`src/design/cpc_loader_pkg.sv`:
```
// CPC ROM loader shared definitions
`default_nettype none

package cpc_loader_pkg;

	//////////////////////////////////////////////////
	// Widths
	//////////////////////////////////////////////////

	localparam int dl_addr_w  = 25;
	localparam int mem_addr_w = 23;
	localparam int page_w     = 9;
	localparam int offset_w   = 14;
	localparam int rom_pages  = 256;

	//////////////////////////////////////////////////
	// Page constants, top bit selects the high ROM half
	//////////////////////////////////////////////////

	localparam logic [page_w-1:0] page_os         = 9'h000;
	localparam logic [page_w-1:0] page_basic      = 9'h100;
	localparam logic [page_w-1:0] page_amsdos     = 9'h107;
	localparam logic [page_w-1:0] page_mf2        = 9'h0FF;
	// Spare page for files whose extension is not a hex number
	localparam logic [page_w-1:0] page_bad_ext    = 9'h1EE;
	// Wraps to high page 0 on the second page of a combined file
	localparam logic [page_w-1:0] page_combo_rest = 9'h1FF;

	// Loader FSM encoding
	localparam int state_w = 2;
	localparam logic [state_w-1:0] st_idle   = 2'd0;
	localparam logic [state_w-1:0] st_write  = 2'd1;
	localparam logic [state_w-1:0] st_bank1  = 2'd2;
	localparam logic [state_w-1:0] st_finish = 2'd3;

	//////////////////////////////////////////////////
	// Download and memory types
	//////////////////////////////////////////////////

	typedef struct packed {
		logic        active;
		logic [7:0]  index;
		logic [15:0] ext;
	} dl_info_t;

	typedef struct packed {
		logic [dl_addr_w-1:0] addr;
		logic [7:0]           data;
	} dl_beat_t;

	// Page view of a memory address
	typedef struct packed {
		logic                high;
		logic [7:0]          page;
		logic [offset_w-1:0] offset;
	} mem_page_t;

	// Same 23 bits, flat or split into half, page and offset
	typedef union packed {
		logic [mem_addr_w-1:0] flat;
		mem_page_t             paged;
	} mem_addr_u;

	typedef struct packed {
		mem_addr_u  addr;
		logic [1:0] bank;
		logic [7:0] data;
	} mem_cmd_t;

endpackage

`default_nettype wire
```
`src/design/cpc_rom_loader.sv`:
```
// CPC ROM image loader top
`timescale 1ns/10ps
`default_nettype none

module cpc_rom_loader
	import cpc_loader_pkg::*;
(
	input  wire      clk_sys,
	input  wire      reset,
	input  wire dl_info_t dl,
	input  wire dl_beat_t dl_beat,
	input  wire      dl_wr,
	output logic     dl_wait,
	output logic     mem_wr,
	output mem_cmd_t mem_cmd,
	input  wire      mem_ready,
	output logic [rom_pages-1:0] rom_map
);

	logic              start;
	logic              byte_done;
	logic              slot_ok;
	logic              write_done;
	logic [page_w-1:0] page_base;
	dl_beat_t          beat;
	mem_cmd_t          cmd;

	loader_ctrl ctrl_i (
		.clk_sys    (clk_sys),
		.reset      (reset),
		.dl         (dl),
		.dl_beat    (dl_beat),
		.dl_wr      (dl_wr),
		.dl_wait    (dl_wait),
		.start      (start),
		.byte_done  (byte_done),
		.beat       (beat),
		.cmd        (cmd),
		.slot_ok    (slot_ok),
		.mem_wr     (mem_wr),
		.mem_cmd    (mem_cmd),
		.mem_ready  (mem_ready),
		.write_done (write_done)
	);

	ext_page_decode page_i (
		.clk_sys   (clk_sys),
		.reset     (reset),
		.dl        (dl),
		.start     (start),
		.byte_done (byte_done),
		.beat      (beat),
		.page_base (page_base)
	);

	rom_addr_map map_i (
		.beat      (beat),
		.dl        (dl),
		.page_base (page_base),
		.cmd       (cmd),
		.slot_ok   (slot_ok)
	);

	// Tracker sees the bank-adjusted command actually written
	rom_map_tracker tracker_i (
		.clk_sys    (clk_sys),
		.reset      (reset),
		.write_done (write_done),
		.cmd        (mem_cmd),
		.rom_map    (rom_map)
	);

endmodule

`default_nettype wire

```
`src/design/rom_map_tracker.sv`:
```
// High ROM page map
`timescale 1ns/10ps
`default_nettype none

module rom_map_tracker
	import cpc_loader_pkg::*;
(
	input  wire      clk_sys,
	input  wire      reset,
	input  wire      write_done,
	input  wire mem_cmd_t cmd,
	output logic [rom_pages-1:0] rom_map
);

	// Bits stay set until reset, low half writes are ignored
	always_ff @(posedge clk_sys) begin
		if (reset) begin
			rom_map <= '0;
		end else if (write_done && cmd.addr.paged.high) begin
			rom_map[cmd.addr.paged.page] <= 1'b1;
		end
	end

endmodule

`default_nettype wire

```
`src/design/rom_addr_map.sv`:
```
// Download beat to memory command
`timescale 1ns/10ps
`default_nettype none

module rom_addr_map
	import cpc_loader_pkg::*;
(
	input  wire dl_beat_t beat,
	input  wire dl_info_t dl,
	input  wire [page_w-1:0] page_base,
	output mem_cmd_t cmd,
	output logic     slot_ok
);

	logic [dl_addr_w-offset_w-1:0] slot;
	logic [page_w-1:0]             sys_page;

	assign slot = beat.addr[dl_addr_w-1:offset_w];

	//////////////////////////////////////////////////
	// System ROM slots, 0-3 for the 6128, 4-7 for the 664
	//////////////////////////////////////////////////

	always_comb begin
		sys_page = page_os;
		slot_ok  = 1'b1;
		case (slot)
			11'd0, 11'd4: sys_page = page_os;
			11'd1, 11'd5: sys_page = page_basic;
			11'd2, 11'd6: sys_page = page_amsdos;
			11'd3, 11'd7: sys_page = page_mf2;
			default: begin
				slot_ok = 1'b0;
			end
		endcase
		// Expansion files always map
		if (dl.index != 8'd0) begin
			slot_ok = 1'b1;
		end
	end

	//////////////////////////////////////////////////
	// Command
	//////////////////////////////////////////////////

	always_comb begin
		cmd.data = beat.data;
		if (dl.index == 8'd0) begin
			cmd.addr.flat = {sys_page, beat.addr[offset_w-1:0]};
			cmd.bank      = {1'b0, slot[2]};
		end else begin
			cmd.addr.paged.high   = page_base[page_w-1];
			// Page wraps within 8 bits
			cmd.addr.paged.page   = page_base[7:0] + beat.addr[21:14];
			cmd.addr.paged.offset = beat.addr[offset_w-1:0];
			cmd.bank              = {1'b0, &dl.index[7:6]};
		end
	end

endmodule

`default_nettype wire

```
`src/design/ext_page_decode.sv`:
```
// Expansion ROM page decode
`timescale 1ns/10ps
`default_nettype none

module ext_page_decode
	import cpc_loader_pkg::*;
(
	input  wire      clk_sys,
	input  wire      reset,
	input  wire dl_info_t dl,
	input  wire      start,
	input  wire      byte_done,
	input  wire dl_beat_t beat,
	output logic [page_w-1:0] page_base
);

	logic              combo;
	logic [4:0]        hi_digit;
	logic [4:0]        lo_digit;
	logic              ext_z0;
	logic [page_w-1:0] ext_page;

	// Top bit flags a valid hex digit, low nibble is its value
	function automatic logic [4:0] hex_digit(input logic [7:0] ch);
		logic [4:0] res;
		res = 5'd0;
		if (ch >= "0" && ch <= "9") begin
			res = {1'b1, ch[3:0]};
		end else if (ch >= "A" && ch <= "F") begin
			res = {1'b1, ch[3:0] + 4'd9};
		end
		return res;
	endfunction

	//////////////////////////////////////////////////
	// Extension to page
	//////////////////////////////////////////////////

	always_comb begin
		hi_digit = hex_digit(dl.ext[15:8]);
		lo_digit = hex_digit(dl.ext[7:0]);
		ext_z0   = (dl.ext == "Z0");
		ext_page = page_bad_ext;
		if (hi_digit[4]) begin
			ext_page[7:4] = hi_digit[3:0];
		end
		if (lo_digit[4]) begin
			ext_page[3:0] = lo_digit[3:0];
		end
		// ZZ and Z0 start at low page 0
		if ((dl.ext == "ZZ") || ext_z0) begin
			ext_page = '0;
		end
	end

	always_ff @(posedge clk_sys) begin
		if (reset) begin
			page_base <= '0;
			combo     <= 1'b0;
		end else if (start) begin
			combo <= 1'b0;
			// Index 0 uses the fixed system slots instead
			if (dl.index != 8'd0) begin
				page_base <= ext_page;
				combo     <= ext_z0;
			end
		end else if (byte_done && combo && (&beat.addr[offset_w-1:0])) begin
			// First page of a combined file done, rest goes high
			page_base <= page_combo_rest;
			combo     <= 1'b0;
		end
	end

endmodule

`default_nettype wire

```
`src/design/loader_ctrl.sv`:
```
// Download and memory write control
`timescale 1ns/10ps
`default_nettype none

module loader_ctrl
	import cpc_loader_pkg::*;
(
	input  wire      clk_sys,
	input  wire      reset,

	// Host download side
	input  wire dl_info_t dl,
	input  wire dl_beat_t dl_beat,
	input  wire      dl_wr,
	output logic     dl_wait,

	// Page decode handshake
	output logic     start,
	output logic     byte_done,

	// Address map, works on the latched beat
	output dl_beat_t beat,
	input  wire mem_cmd_t cmd,
	input  wire      slot_ok,

	// Memory side
	output logic     mem_wr,
	output mem_cmd_t mem_cmd,
	input  wire      mem_ready,
	output logic     write_done
);

	logic [state_w-1:0] state;
	logic               active_q;
	logic               take;
	logic               copy_bank1;

	//////////////////////////////////////////////////
	// Beat intake
	//////////////////////////////////////////////////

	assign take = dl_wr && !dl_wait;

	always_ff @(posedge clk_sys) begin
		if (take) begin
			beat <= dl_beat;
		end
	end

	// New download starts on the rising edge of the active flag
	always_ff @(posedge clk_sys) begin
		if (reset) begin
			active_q <= 1'b0;
		end else begin
			active_q <= dl.active;
		end
	end

	assign start = dl.active && !active_q;

	//////////////////////////////////////////////////
	// Write sequencing
	//////////////////////////////////////////////////

	// Expansion ROMs go to both banks when loaded by hand or as boot.eXX
	assign copy_bank1 = ((dl.index[7:6] == 2'b01) || (dl.index[5:0] != 6'd0))
		&& (cmd.bank == 2'd0);

	always_ff @(posedge clk_sys) begin
		if (reset) begin
			state <= st_idle;
		end else begin
			case (state)
				st_write: begin
					if (!slot_ok) begin
						// Unmapped system slot, drop the byte
						state <= st_idle;
					end else if (write_done) begin
						state <= copy_bank1 ? st_bank1 : st_finish;
					end
				end
				st_bank1: begin
					if (write_done) begin
						state <= st_finish;
					end
				end
				default: begin
					// Idle and finish both accept the next beat
					state <= take ? st_write : st_idle;
				end
			endcase
		end
	end

	assign dl_wait    = (state == st_write) || (state == st_bank1);
	assign mem_wr     = ((state == st_write) && slot_ok) || (state == st_bank1);
	assign write_done = mem_wr && mem_ready;

	// Bookkeeping cycle after the last write, beat still holds its offset
	assign byte_done = (state == st_finish);

	always_comb begin
		mem_cmd = cmd;
		if (state == st_bank1) begin
			mem_cmd.bank = 2'd1;
		end
	end

endmodule

`default_nettype wire

```
`config.mk`:
```
export PLATFORM = sky130hd
export DESIGN_NAME = cpc_rom_loader
export DESIGN_NICKNAME = d
export VERILOG_FILES = /design/src/design/cpc_loader_pkg.sv /design/src/design/cpc_rom_loader.sv /design/src/design/rom_map_tracker.sv /design/src/design/rom_addr_map.sv /design/src/design/ext_page_decode.sv /design/src/design/loader_ctrl.sv
export SDC_FILE = /design/constraint.sdc
export NUM_CORES = 1
export LEC_CHECK = 0
export BUFFER_PORTS_ARGS = -buffer_cell sky130_fd_sc_hd__clkbuf_2
export CELL_PAD_IN_SITES_DETAIL_PLACEMENT = 0
export CELL_PAD_IN_SITES_GLOBAL_PLACEMENT = 1
export CORE_MARGIN = 1
export CORE_UTILIZATION = 40
export DETAILED_ROUTE_END_ITERATION = 16
export GPL_ROUTABILITY_DRIVEN = 0
export PLACE_DENSITY = 0.93
export SYNTH_ARGS = -nofsm -noshare
export SYNTH_HDL_FRONTEND = slang
export SYNTH_SLANG_ARGS = --single-unit
export TNS_END_PERCENT = 1
```
`constraint.sdc`:
```
create_clock -name clk_sys -period 5.1 [get_ports clk_sys]
set_clock_uncertainty 0.15 [all_clocks]
set_input_delay 1.53 -clock clk_sys [delete_from_list [all_inputs] [get_ports clk_sys]]
set_output_delay 1.53 -clock clk_sys [all_outputs]
set_load 0.01 [all_outputs]
```
# Yosys cells after proc, flatten, opt, wreduce, memory -nomap -nowiden
# Cells that the tools add are included.
# totals
regBits,302
input_bits,62
elab_cells,96
# classes
n_addsub,3
order_cmp,10
n_eq_ne,16
n_mux,26
bitwise_logic,1
n_reduce_logical,33
# ops
operator,count
256-bit OR,1
11-bit by 3-bit == test with 1-bit output (second input constant),4
9-bit two-way mux,4
16-bit by 15-bit == test with 1-bit output (second input constant),2
9-bit one-hot mux with 3 select lines,1
25-bit two-way mux,1
11-bit by 2-bit == test with 1-bit output (second input constant),2
5-bit two-way mux,4
8-bit by 6-bit greater-or-equal comparator with 1-bit output (second input constant),2
8-bit by 7-bit greater-or-equal comparator with 1-bit output (second input constant),2
8-bit by 6-bit <= comparator with 1-bit output (second input constant),2
8-bit by 7-bit <= comparator with 1-bit output (second input constant),2
14-bit AND reduction,1
1-bit logical AND,13
11-bit by 1-bit == test with 1-bit output (second input constant),1
11-bit zero test,1
8-bit by 9-bit < comparator with 1-bit output (second input constant),1
4-bit adder (second input constant),2
8-bit adder,1
1-bit demux with 8-bit select,1
8-bit by 1-bit greater-or-equal comparator with 1-bit output (second input constant),1
8-bit zero test,1
1-bit two-way mux,8
2-bit two-way mux,4
other kinds (15),27

# Logic depth before layout (Yosys ltp)
# Gate-level depths: netlist (run 1).
# logic_depth
ltp_word,10
mapped_depth,11
depth_no_buf,8

# Hierarchy
# Synthesis (run 1) repeated with hierarchy kept, for this count alone.
# unflattened
hier_cells,1194
area_unflattened_um2,14146.1
# modules_own_cells
mod,instances,cells_per_inst,area_each_um2,seq_area_each_um2
rom_map_tracker,1,926,11233.3,5124.9
loader_ctrl,1,92,1460.2,1051.0
ext_page_decode,1,93,839.6,200.2
rom_addr_map,1,83,613.1,0.0

# Least setup slack after synthesis (run 1)
# No wires, ideal clock.
# synth_timing
kind,input-to-output
startpoint,input dl[18] (netlist name)
endpoint,output mem_cmd[8] (netlist name)
t_arrival_ns,2.843
required_time_ns,3.420
setup_slack_ns,0.577
cell_stages,6
path_buffers,3
cell_sequence,nor4_4 and2_1 buf_6 buf_12 clkbuf_1 a221o_1
# synth_rtl
item,line_no,source
"start, declared",cpc_rom_loader.sv:10,"input wire dl_info_t dl,"
"end, declared",cpc_rom_loader.sv:15,"output mem_cmd_t mem_cmd,"

==> impl_results.md, run 1 <==
- Status: completed
- DR vias/cell: 5.17
- Pins Over Slew Limit: 0
- Crit. End Element: output port
- RSZ-0062 raised after global routing: false
- Most frequent CP cell: o21ai_0
- Total number of vias: 9,736
- Worst-path cell chain: ha_1 > fa_1 > a211oi_2 > o21ai_0 > nor3b_2 > buf_4 > o21ai_0 > clkbuf_2
- Post-Route WL: 36,900 µm
- DR pass1 iterations: 5
- Multi-input logic area: 3860 µm²
- Antenna diode count: 0
- H-tree depth: 1
- Largest net degree at the start of global routing: 174
- Cts hold-fix bufs: 0
- Lkg Pwr: 5.75 nW
- CP max stage delay: 0.47 ns
- Sequential cell area: 6380 µm²
- WP buf/inv: 2
- Final period utilization: 92.8%
- Dpl cell area: 13,500 µm²
- Post-Syn Nets: 1,266
- Sequential fraction of the synthesis area: 54.3%
- Worst vdd ir: 0.286 mV
- F_max: 211 MHz
- Setup repair bufs after CTS: 0
- Ys async rst share: 0%
- FP Rows: 62
- Fill cell count: 2,672
- Fin area: 14,600 µm²
- Skew-Pair Late Insertion Delay: 0.58 ns
- Final HPWL DP: 24,900 µm
- Cts bufs inserted: 31
- Syn Area/Cell: 9.93 µm²
- Critical path class: reg -> out
- Hold Slack: 0.310 ns
- Most frequent cells in the layout: clkbuf_2 (350), dfxtp_1 (269), inv_1 (245)
- Power Density: 361 nW/µm²
- Commonest non-fill, non-tap cell in the layout: clkbuf_2
- Initial Util: 40.8%
- Slew HR: 32.4%
- Req. time, crit path: 3.42 ns
- DRC viols: 0
- Clock Tree Buf Depth: 3
- Mapped Cells: 1,183
- Tmin final: 4.73 ns
- Post-synthesis register bit count: 302
- Final ANT Viol Nets: 0
- Delay-heaviest family, CP: adder cells
- Number of global-route vias before repair: 9,206
- Io pins: 353
- CTS clock-pin slew for the worst setup and hold paths: 0.06 ns
- Post-CTS sizing: 0
- Max_cap viols: 0
- Fraction of layout cells with a size suffix above 1: 32.5%
- Dominant synthesized flop cell: dfxtp_1
- Slowest stage cell on the critical path: edfxtp_1
- Sink Count: 302
- Worst-Margin Slew: 1.01 ns
- Initial antenna violation count: 0
- Yosys warning total: 0
- Routed WL per cell: 19.6 µm
- Setup violators final: 0
- Number of buffers added on ports: 351
- Setup TNS Final: 0 ns
- Area delta synth->final: 24.1%
- Drt initial violations: 733
- Root Buffer: clkbuf_16
- CP startpoint kind: flop
- Die Span X: 173 µm
- CTS tree: built
- Final #Nets: 1,558
- Area of the die: 30,000 µm²
- First-pass GRT wire length: 55,000 µm
- Die extent in y: 173 µm
- EDFF count, synth: 33
- Synth unique cells: 77
- Cell Area, Synth: 11,700 µm²
- Overall Global Routing Usage: 23.6%
- Critical path arrival: 3.05 ns
- R2r setup slk: 1.07 ns
- Placeable Area: 28,800 µm²
- GRT overflow: 0
- Final Hold Fails: 0
- CP Max Fanout: 12
- Path category of the worst min-delay check: reg -> reg
==> tightest hold or removal path, stage by stage (launching register included) <==
cell     delay (ns)
dfxtp_1        0.31
inv_1          0.05
o32ai_1        0.05
==> state kept, by name, indices dropped and copies added (netlist names) <==
register / cells
ctrl_i.active_q: 1
ctrl_i.beat: 33
ctrl_i.state: 2
page_i.combo: 1
page_i.page_base: 9
tracker_i.rom_map: 256
==> area by class of cell <==
| class | instances | area share [%] |
|---|---|---|
| Sequential cell | 302 | 43.7 |
| Inverter | 245 | 6.31 |
| Multi-Input combinational cell | 532 | 26.5 |
| Tap cell | 384 | 3.30 |
| Timing Repair Buffer | 363 | 12.8 |
| Clock inverter | 12 | 0.601 |
| Clock buffer | 46 | 6.76 |
==> routing by layer <==
| metal | part of all wire (%) | wire, µm | vias to the layer above | track usage, % |
|---|---|---|---|---|
| li1 | - | - | 4680 | - |
| met4 | 3.4 | 1260 | 0 | 8.11 |
| met2 | 46 | 17100 | 409 | 39.1 |
| met5 | 0 | 0 | - | 0 |
| met3 | 7.5 | 2770 | 69 | 4.93 |
| met1 | 43 | 15800 | 4578 | 30.4 |
==> stage by stage <==
step / setup WS [ns] / std cells / util (%) / power, mW
CTS: 0.353 / 1884 / 50.6 / 5.30
global route: 0.267 / 1884 / 50.6 / 5.43
detailed placement: 0.451 / 1826 / 46.9 / 3.00
floorplan: 0.577 / 1183 / - / 2.83
global placement: 0.531 / 1826 / 46.9 / 2.99
finish: 0.369 / 1884 / 50.6 / 5.26
==> power by group <==
part / total (mW) / switching, mW / internal, mW
clock: 2.32 / 0.975 / 1.34
combinational: 0.495 / 0.352 / 0.143
sequential: 2.45 / 0.0175 / 2.43
total: 5.26 / 1.35 / 3.92
==> cells in the mapped netlist (12+ instances only) <==
| cell type | instances | area [µm²] |
|---|---|---|
| o21ai_0 | 17 | 85.1 |
| nand2_1 | 35 | 131 |
| a21oi_1 | 20 | 100 |
| a41oi_1 | 12 | 105 |
| nand2b_1 | 13 | 81.3 |
| o22ai_2 | 40 | 500 |
| dfxtp_1 | 269 | 5390 |
| nor2_1 | 35 | 131 |
| o22ai_1 | 191 | 1190 |
| inv_1 | 245 | 920 |
| ha_1 | 20 | 250 |
| buf_4 | 23 | 173 |
| edfxtp_1 | 33 | 991 |
| buf_2 | 29 | 145 |
| clkbuf_1 | 41 | 154 |
==> worst paths after layout <==
| kind | start | end | cells past startpoint |
|---|---|---|---|
| hold reg to reg | tracker_i.rom_map[6] | tracker_i.rom_map[6] | 2 |
| setup / recovery | ctrl_i.beat[22] | mem_cmd[30] | 8 |
| hold / removal | tracker_i.rom_map[6] | tracker_i.rom_map[6] | 2 |
| setup reg to reg | ctrl_i.beat[22] | tracker_i.rom_map[238] | 9 |
==> cell families after synthesis <==
group,Yosys count,synth area share (%)
XOR/XNOR,4,0.298
AND/OR/NAND/NOR,166,8.51
other,1,0.0319
flip-flops,302,54.3
AO/OA/AOI/OAI,340,21.6
buffers and inverters,349,12.9
adder cells (fa/ha/maj),21,2.30
Note: power is estimated with default switching activity, not from simulation.
==> inputs of run 2 (changes only) <==
--- a/config.mk
+++ b/config.mk
@@ -10,6 +10,7 @@
 export CELL_PAD_IN_SITES_GLOBAL_PLACEMENT = 1
 export CORE_MARGIN = 1
 export CORE_UTILIZATION = 40
+export CTS_BUF_LIST = sky130_fd_sc_hd__clkbuf_16
 export DETAILED_ROUTE_END_ITERATION = 16
 export GPL_ROUTABILITY_DRIVEN = 0
 export PLACE_DENSITY = 0.93
==> impl_results.md, run 2 (synthesis results as in run 1) <==
- Antenna diode count: 0 (unchanged)
- CTS tree: built (unchanged)
- Skew-Pair Late Insertion Delay: 0.58 ns (about the same)
- Commonest non-fill, non-tap cell in the layout: clkbuf_2 (unchanged)
- Tmin final: 4.73 ns (about the same)
- Worst reg2reg path depth: 9 (unchanged)
- Fill cell count: 2,692 (was 2,672)
- Final #Nets: 1,558 (unchanged)
- Internal: 3.75 mW (was 3.92 mW)
- Part of the power in combinational logic: 9.7% (was 9.4%)
- Clock power share: 42.0% (was 44.0%)
- CP startpoint kind: flop (unchanged)
- Reg power frac: 48.3% (was 46.6%)
- Setup TNS Final: 0 ns (unchanged)
- Largest net degree at the start of global routing: 174 (unchanged)
- Largest regs: tracker_i.rom_map: 256 flops, ctrl_i.beat: 33 flops, page_i.page_base: 9 flops (unchanged)
- Die Span X: 173 µm (unchanged)
- Total number of vias: 9,735 (was 9,736)
- F_max: 211 MHz (about the same)
- Initial Util: 40.8% (unchanged)
- Reg-to-reg startpoint: ctrl_i.beat[22] (unchanged)
- DR pass1 iterations: 5 (unchanged)
- Overall Global Routing Usage: 23.5% (was 23.6%)
- RSZ-0062 raised after global routing: false (unchanged)
- Root Buffer: clkbuf_16 (unchanged)
- Dpl cells: 1,826 (unchanged)
- Fraction of layout cells with a size suffix above 1: 31.9% (was 32.5%)
- Cts hold-fix bufs: 0 (unchanged)
- Post-CTS sizing: 0 (unchanged)
- First-pass GRT wire length: 54,700 µm (was 55,000 µm)
- Sink Count: 302 (unchanged)
- WHS Path Cells: 2 (unchanged)
- Clock Tree Buf Depth: 3 (unchanged)
- Hold path endpoint: tracker_i.rom_map[6] (unchanged)
- Final HPWL DP: 24,900 µm (unchanged)
- Area delta synth->final: 23.2% (was 24.1%)
- Final Hold Fails: 0 (unchanged)
- Setup violators final: 0 (unchanged)
- Path category of the worst min-delay check: reg -> reg (unchanged)
- CP Max Fanout: 12 (unchanged)
- Most frequent cells in the layout: clkbuf_2 (350), dfxtp_1 (269), inv_1 (247) (was clkbuf_2 (350), dfxtp_1 (269), inv_1 (245))
- Most flops, register: tracker_i.rom_map (unchanged)
- Max FFs per register: 256 (unchanged)
- Number of global-route vias before repair: 9,181 (was 9,206)
- Critical path class: reg -> out (unchanged)
- Worst-Margin Slew: 1.01 ns (about the same)
- DR vias/cell: 5.17 (about the same)
- Pins Over Slew Limit: 0 (unchanged)
- Final period utilization: 92.8% (about the same)
- CTS clock-pin slew for the worst setup and hold paths: 0.06 ns (about the same)
- Max_cap viols: 0 (unchanged)
- Lkg Pwr: 5.70 nW (was 5.75 nW)
- Hold Path Origin: tracker_i.rom_map[6] (unchanged)
- GRT overflow: 0 (unchanged)
- Power Density: 351 nW/µm² (was 361 nW/µm²)
- FP Rows: 62 (unchanged)
- Area of the die: 30,000 µm² (unchanged)
- Io pins: 353 (unchanged)
- Final ANT Viol Nets: 0 (unchanged)
- Status: completed (unchanged)
- Post-Route WL: 36,800 µm (was 36,900 µm)
- H-tree depth: 1 (unchanged)
- Routed WL per cell: 19.5 µm (was 19.6 µm)
- R2r setup slk: 1.06 ns (was 1.07 ns)
- Worst vdd ir: 0.288 mV (was 0.286 mV)
- Number of buffers added on ports: 351 (unchanged)
- Placeable Area: 28,800 µm² (unchanged)
- Setup repair bufs after CTS: 0 (unchanged)
- Die extent in y: 173 µm (unchanged)
- Fin cells: 1,884 (unchanged)
- Critical path arrival: 3.05 ns (about the same)
- Req. time, crit path: 3.42 ns (about the same)
- Drt initial violations: 672 (was 733)
- Sw power: 1.33 mW (was 1.35 mW)
- Cts bufs inserted: 31 (unchanged)
- Net Sw Frac: 26.2% (was 25.5%)
- Slew HR: 32.7% (was 32.4%)
- Initial antenna violation count: 0 (unchanged)
- Crit. End Element: output port (unchanged)
- RR Endpoint: tracker_i.rom_map[238] (unchanged)
- DRC viols: 0 (unchanged)
run 2: cell types whose count changed in the layout (fill, tap and decap cells not counted), sizes merged:
cell	before	now
clkbuf	396	383
clkinv	7	17
inv	248	251
run 2: power by group through the flow:
stage / Combinational (mW) / Clock, mW / Sequential (mW)
2_1_floorplan: 0.335 / 0 / 2.50
3_3_place_gp: 0.491 / 0 / 2.50
3_5_place_dp: 0.497 / 0 / 2.50
4_1_cts: 0.499 / 2.17 / 2.45
5_1_grt: 0.534 / 2.26 / 2.45
6_report: 0.493 / 2.14 / 2.45
run 2: critical path, cell delays in order, from the launching register on:
cell,delay (ns)
edfxtp_1,0.47
ha_1,0.29
fa_1,0.47
a211oi_2,0.40
o21ai_0,0.15
nor3b_2,0.17
buf_4,0.20
o21ai_0,0.17
clkbuf_2,0.16
run 2: area by class of cell:
class                   instances  area, µm²  area share [%]
flip-flops and latches        302       6380            44.1
clock inverters                25        136           0.943
inverters                     245        920            6.36
repair buffers                363       1870            12.9
well taps                     384        480            3.32
clock buffers                  33        826            5.71
multi-input cells             532       3860            26.7
run 2: worst max-delay path by stage:
stage	from	end	slack, ns	cells past startpoint
after floorplan	dl[18]	mem_cmd[8]	0.58	6
after global placement	dl[17]	mem_cmd[26]	0.53	7
after detailed placement	dl[18]	mem_cmd[26]	0.45	7
after CTS	ctrl_i.beat[22]	mem_cmd[30]	0.35	8
after global routing	ctrl_i.beat[22]	mem_cmd[30]	0.27	8
final	ctrl_i.beat[22]	mem_cmd[30]	0.37	8
run 2: per-stage QoR:
stage,setup slack [ns],instance area (µm²),hold slack (ns),util [%],power (mW)
6_report,0.366,14500,0.310,50.3,5.08
5_1_grt,0.267,14500,0.338,50.3,5.25
4_1_cts,0.353,14500,0.315,50.3,5.12
3_5_place_dp,0.451,13500,0.296,46.9,3.00
3_3_place_gp,0.531,13500,0.295,46.9,2.99
2_1_floorplan,0.577,11700,0.286,-,2.83
run 2: per-layer routing:
layer	GRT usage, %	wire length [µm]
met4	7.82	1220
met3	4.91	2810
met2	39.1	17100
met1	30.2	15600
met5	0	0
==> inputs of run 3 (changes only) <==
--- a/config.mk
+++ b/config.mk
@@ -9,11 +9,11 @@
 export CELL_PAD_IN_SITES_DETAIL_PLACEMENT = 0
 export CELL_PAD_IN_SITES_GLOBAL_PLACEMENT = 1
 export CORE_MARGIN = 1
-export CORE_UTILIZATION = 40
+export CORE_UTILIZATION = 42
 export CTS_BUF_LIST = sky130_fd_sc_hd__clkbuf_16
 export DETAILED_ROUTE_END_ITERATION = 16
 export GPL_ROUTABILITY_DRIVEN = 0
-export PLACE_DENSITY = 0.93
+export PLACE_DENSITY = 0.95
 export SYNTH_ARGS = -nofsm -noshare
 export SYNTH_HDL_FRONTEND = slang
 export SYNTH_SLANG_ARGS = --single-unit
==> impl_results.md, run 3 (synthesis results as in run 1) <==
- Path category of the worst min-delay check: reg -> reg (unchanged)
- Initial antenna violation count: 0 (unchanged)
- Final #Nets: 1,559 (was 1,558)
- Number of buffers added on ports: 351 (unchanged)
- Largest regs: tracker_i.rom_map: 256 flops, ctrl_i.beat: 33 flops, page_i.page_base: 9 flops (unchanged)
- Max FFs per register: 256 (unchanged)
- GRT overflow: 0 (unchanged)
- Final Hold Fails: 0 (unchanged)
- Placeable Area: 27,200 µm² (was 28,800 µm²)
- Clock Tree Buf Depth: 3 (unchanged)
- DR pass1 iterations: 5 (unchanged)
- Setup TNS Final: 0 ns (unchanged)
- Overall power: 5.05 mW (was 5.08 mW)
- CP Max Fanout: 12 (unchanged)
- Overall Global Routing Usage: 23.9% (was 23.5%)
- Area of the die: 28,600 µm² (was 30,000 µm²)
- Total number of vias: 9,781 (was 9,735)
- Final HPWL DP: 24,200 µm (was 24,900 µm)
- Reg-to-reg startpoint: ctrl_i.beat[22] (unchanged)
- Routed WL per cell: 19.1 µm (was 19.5 µm)
- Largest net degree at the start of global routing: 114 (was 174)
- Cts hold-fix bufs: 0 (unchanged)
- Number of global-route vias before repair: 9,162 (was 9,181)
- FP Rows: 60 (was 62)
- Worst-Margin Slew: 1.11 ns (was 1.01 ns)
- Final period utilization: 91.9% (was 92.8%)
- Multi-input logic area: 3860 µm² (unchanged)
- Fin area: 14,400 µm² (was 14,500 µm²)
- Hold Slack: 0.305 ns (was 0.310 ns)
- Fill cell count: 2,481 (was 2,692)
- Slew HR: 26.3% (was 32.7%)
- R2r setup slk: 1.10 ns (was 1.06 ns)
- First-pass GRT wire length: 53,100 µm (was 54,700 µm)
- DR vias/cell: 5.22 (was 5.17)
- RSZ-0062 raised after global routing: false (unchanged)
- Fin cells: 1,872 (was 1,884)
- Cts bufs inserted: 31 (unchanged)
- Root Buffer: clkbuf_16 (unchanged)
- Dpl cells: 1,815 (was 1,826)
- Hold Path Origin: page_i.page_base[3] (was tracker_i.rom_map[6])
- Post-Route WL: 35,700 µm (was 36,800 µm)
- Io pins: 353 (unchanged)
- Status: completed (unchanged)
- Setup repair bufs after CTS: 0 (unchanged)
- Crit. End Element: output port (unchanged)
- CTS clock-pin slew for the worst setup and hold paths: 0.06 ns (about the same)
- Max_cap viols: 0 (unchanged)
- Lkg Pwr: 5.71 nW (was 5.70 nW)
- H-tree depth: 1 (unchanged)
- Die Span X: 169 µm (was 173 µm)
- CTS tree: built (unchanged)
- Critical path class: reg -> out (unchanged)
- RR Endpoint: tracker_i.rom_map[231] (was tracker_i.rom_map[238])
- WHS Path Cells: 2 (unchanged)
- Setup violators final: 0 (unchanged)
- Power Density: 350 nW/µm² (was 351 nW/µm²)
- DRC viols: 0 (unchanged)
- Commonest non-fill, non-tap cell in the layout: clkbuf_2 (unchanged)
- Area delta synth->final: 22.9% (was 23.2%)
- Tmin final: 4.69 ns (was 4.73 ns)
- Final ANT Viol Nets: 0 (unchanged)
- F_max: 213 MHz (was 211 MHz)
- Initial Util: 43.2% (was 40.8%)
- Worst vdd ir: 0.236 mV (was 0.288 mV)
- Skew-Pair Late Insertion Delay: 0.56 ns (was 0.58 ns)
- Sequential cell area: 6380 µm² (unchanged)
- Worst reg2reg path depth: 9 (unchanged)
- Util after Layout: 53.1% (was 50.3%)
- Req. time, crit path: 3.42 ns (about the same)
- PnR worst setup slack: 0.413 ns (was 0.366 ns)
- Most frequent cells in the layout: clkbuf_2 (350), dfxtp_1 (269), inv_1 (249) (was clkbuf_2 (350), dfxtp_1 (269), inv_1 (247))
- Setup slack at placement: 0.536 ns (was 0.451 ns)
- Sink Count: 302 (unchanged)
- Most flops, register: tracker_i.rom_map (unchanged)
- Drt initial violations: 693 (was 672)
- Dpl cell area: 13,500 µm² (about the same)
- Fraction of layout cells with a size suffix above 1: 31.9% (about the same)
- Die extent in y: 169 µm (was 173 µm)
- CP startpoint kind: flop (unchanged)
- Hold path endpoint: page_i.page_base[3] (was tracker_i.rom_map[6])
- Pins Over Slew Limit: 0 (unchanged)
- Post-CTS sizing: 0 (unchanged)
- Antenna diode count: 0 (unchanged)
- Critical path arrival: 3.01 ns (was 3.05 ns)
-- run 3: cell count changes in the layout (fill, tap and decap cells not counted), moves of 2 or more --
cell,delta
buf_4,+2
clkinv_1,-3
clkinvlp_4,-2
inv_1,+2
-- run 3: worst max-delay path by stage --
stage               startpoint     endpoint  slack, ns  cells after the start
2_1_floorplan           dl[18]   mem_cmd[8]       0.58                      6
3_3_place_gp            dl[16]  mem_cmd[29]       0.59                      7
3_5_place_dp            dl[16]  mem_cmd[31]       0.54                      7
4_1_cts        ctrl_i.beat[22]  mem_cmd[30]       0.40                      8
5_1_grt        ctrl_i.beat[22]  mem_cmd[30]       0.24                      8
6_report       ctrl_i.beat[22]  mem_cmd[30]       0.41                      8
-- run 3: layer usage --
metal	global-route usage, %	vias to the layer above	part of all wire [%]
met5	0	-	0
met4	7.56	0	2.8
met3	3.99	66	6.6
met2	40.6	392	47
met1	31.1	4655	43
li1	-	4668	-
-- run 3: where the power goes --
group          internal, mW  total (mW)  leakage, nW  switching [mW]
Sequential             2.43        2.45         2.48          0.0168
Clock                  1.17        2.10        0.492           0.936
Combinational         0.142       0.492         2.74           0.350
Total                  3.74        5.05         5.71            1.30
-- run 3: final cells by class --
type / instances / area share, %
Clock inverter: 24 / 0.850
Tap cell: 372 / 3.23
Timing Repair Buffer: 364 / 12.9
Multi-Input combinational cell: 532 / 26.7
Clock buffer: 33 / 5.72
Inverter: 245 / 6.37
Sequential cell: 302 / 44.2
-- run 3: worst max-delay path, cell delays in order (launching register included) --
cell and delay [ns]:
edfxtp_1 0.49, ha_1 0.30, fa_1 0.47, a211oi_2 0.35, o21ai_0 0.13, nor3b_2 0.16, buf_4 0.20, o21ai_0 0.18
clkbuf_2 0.16
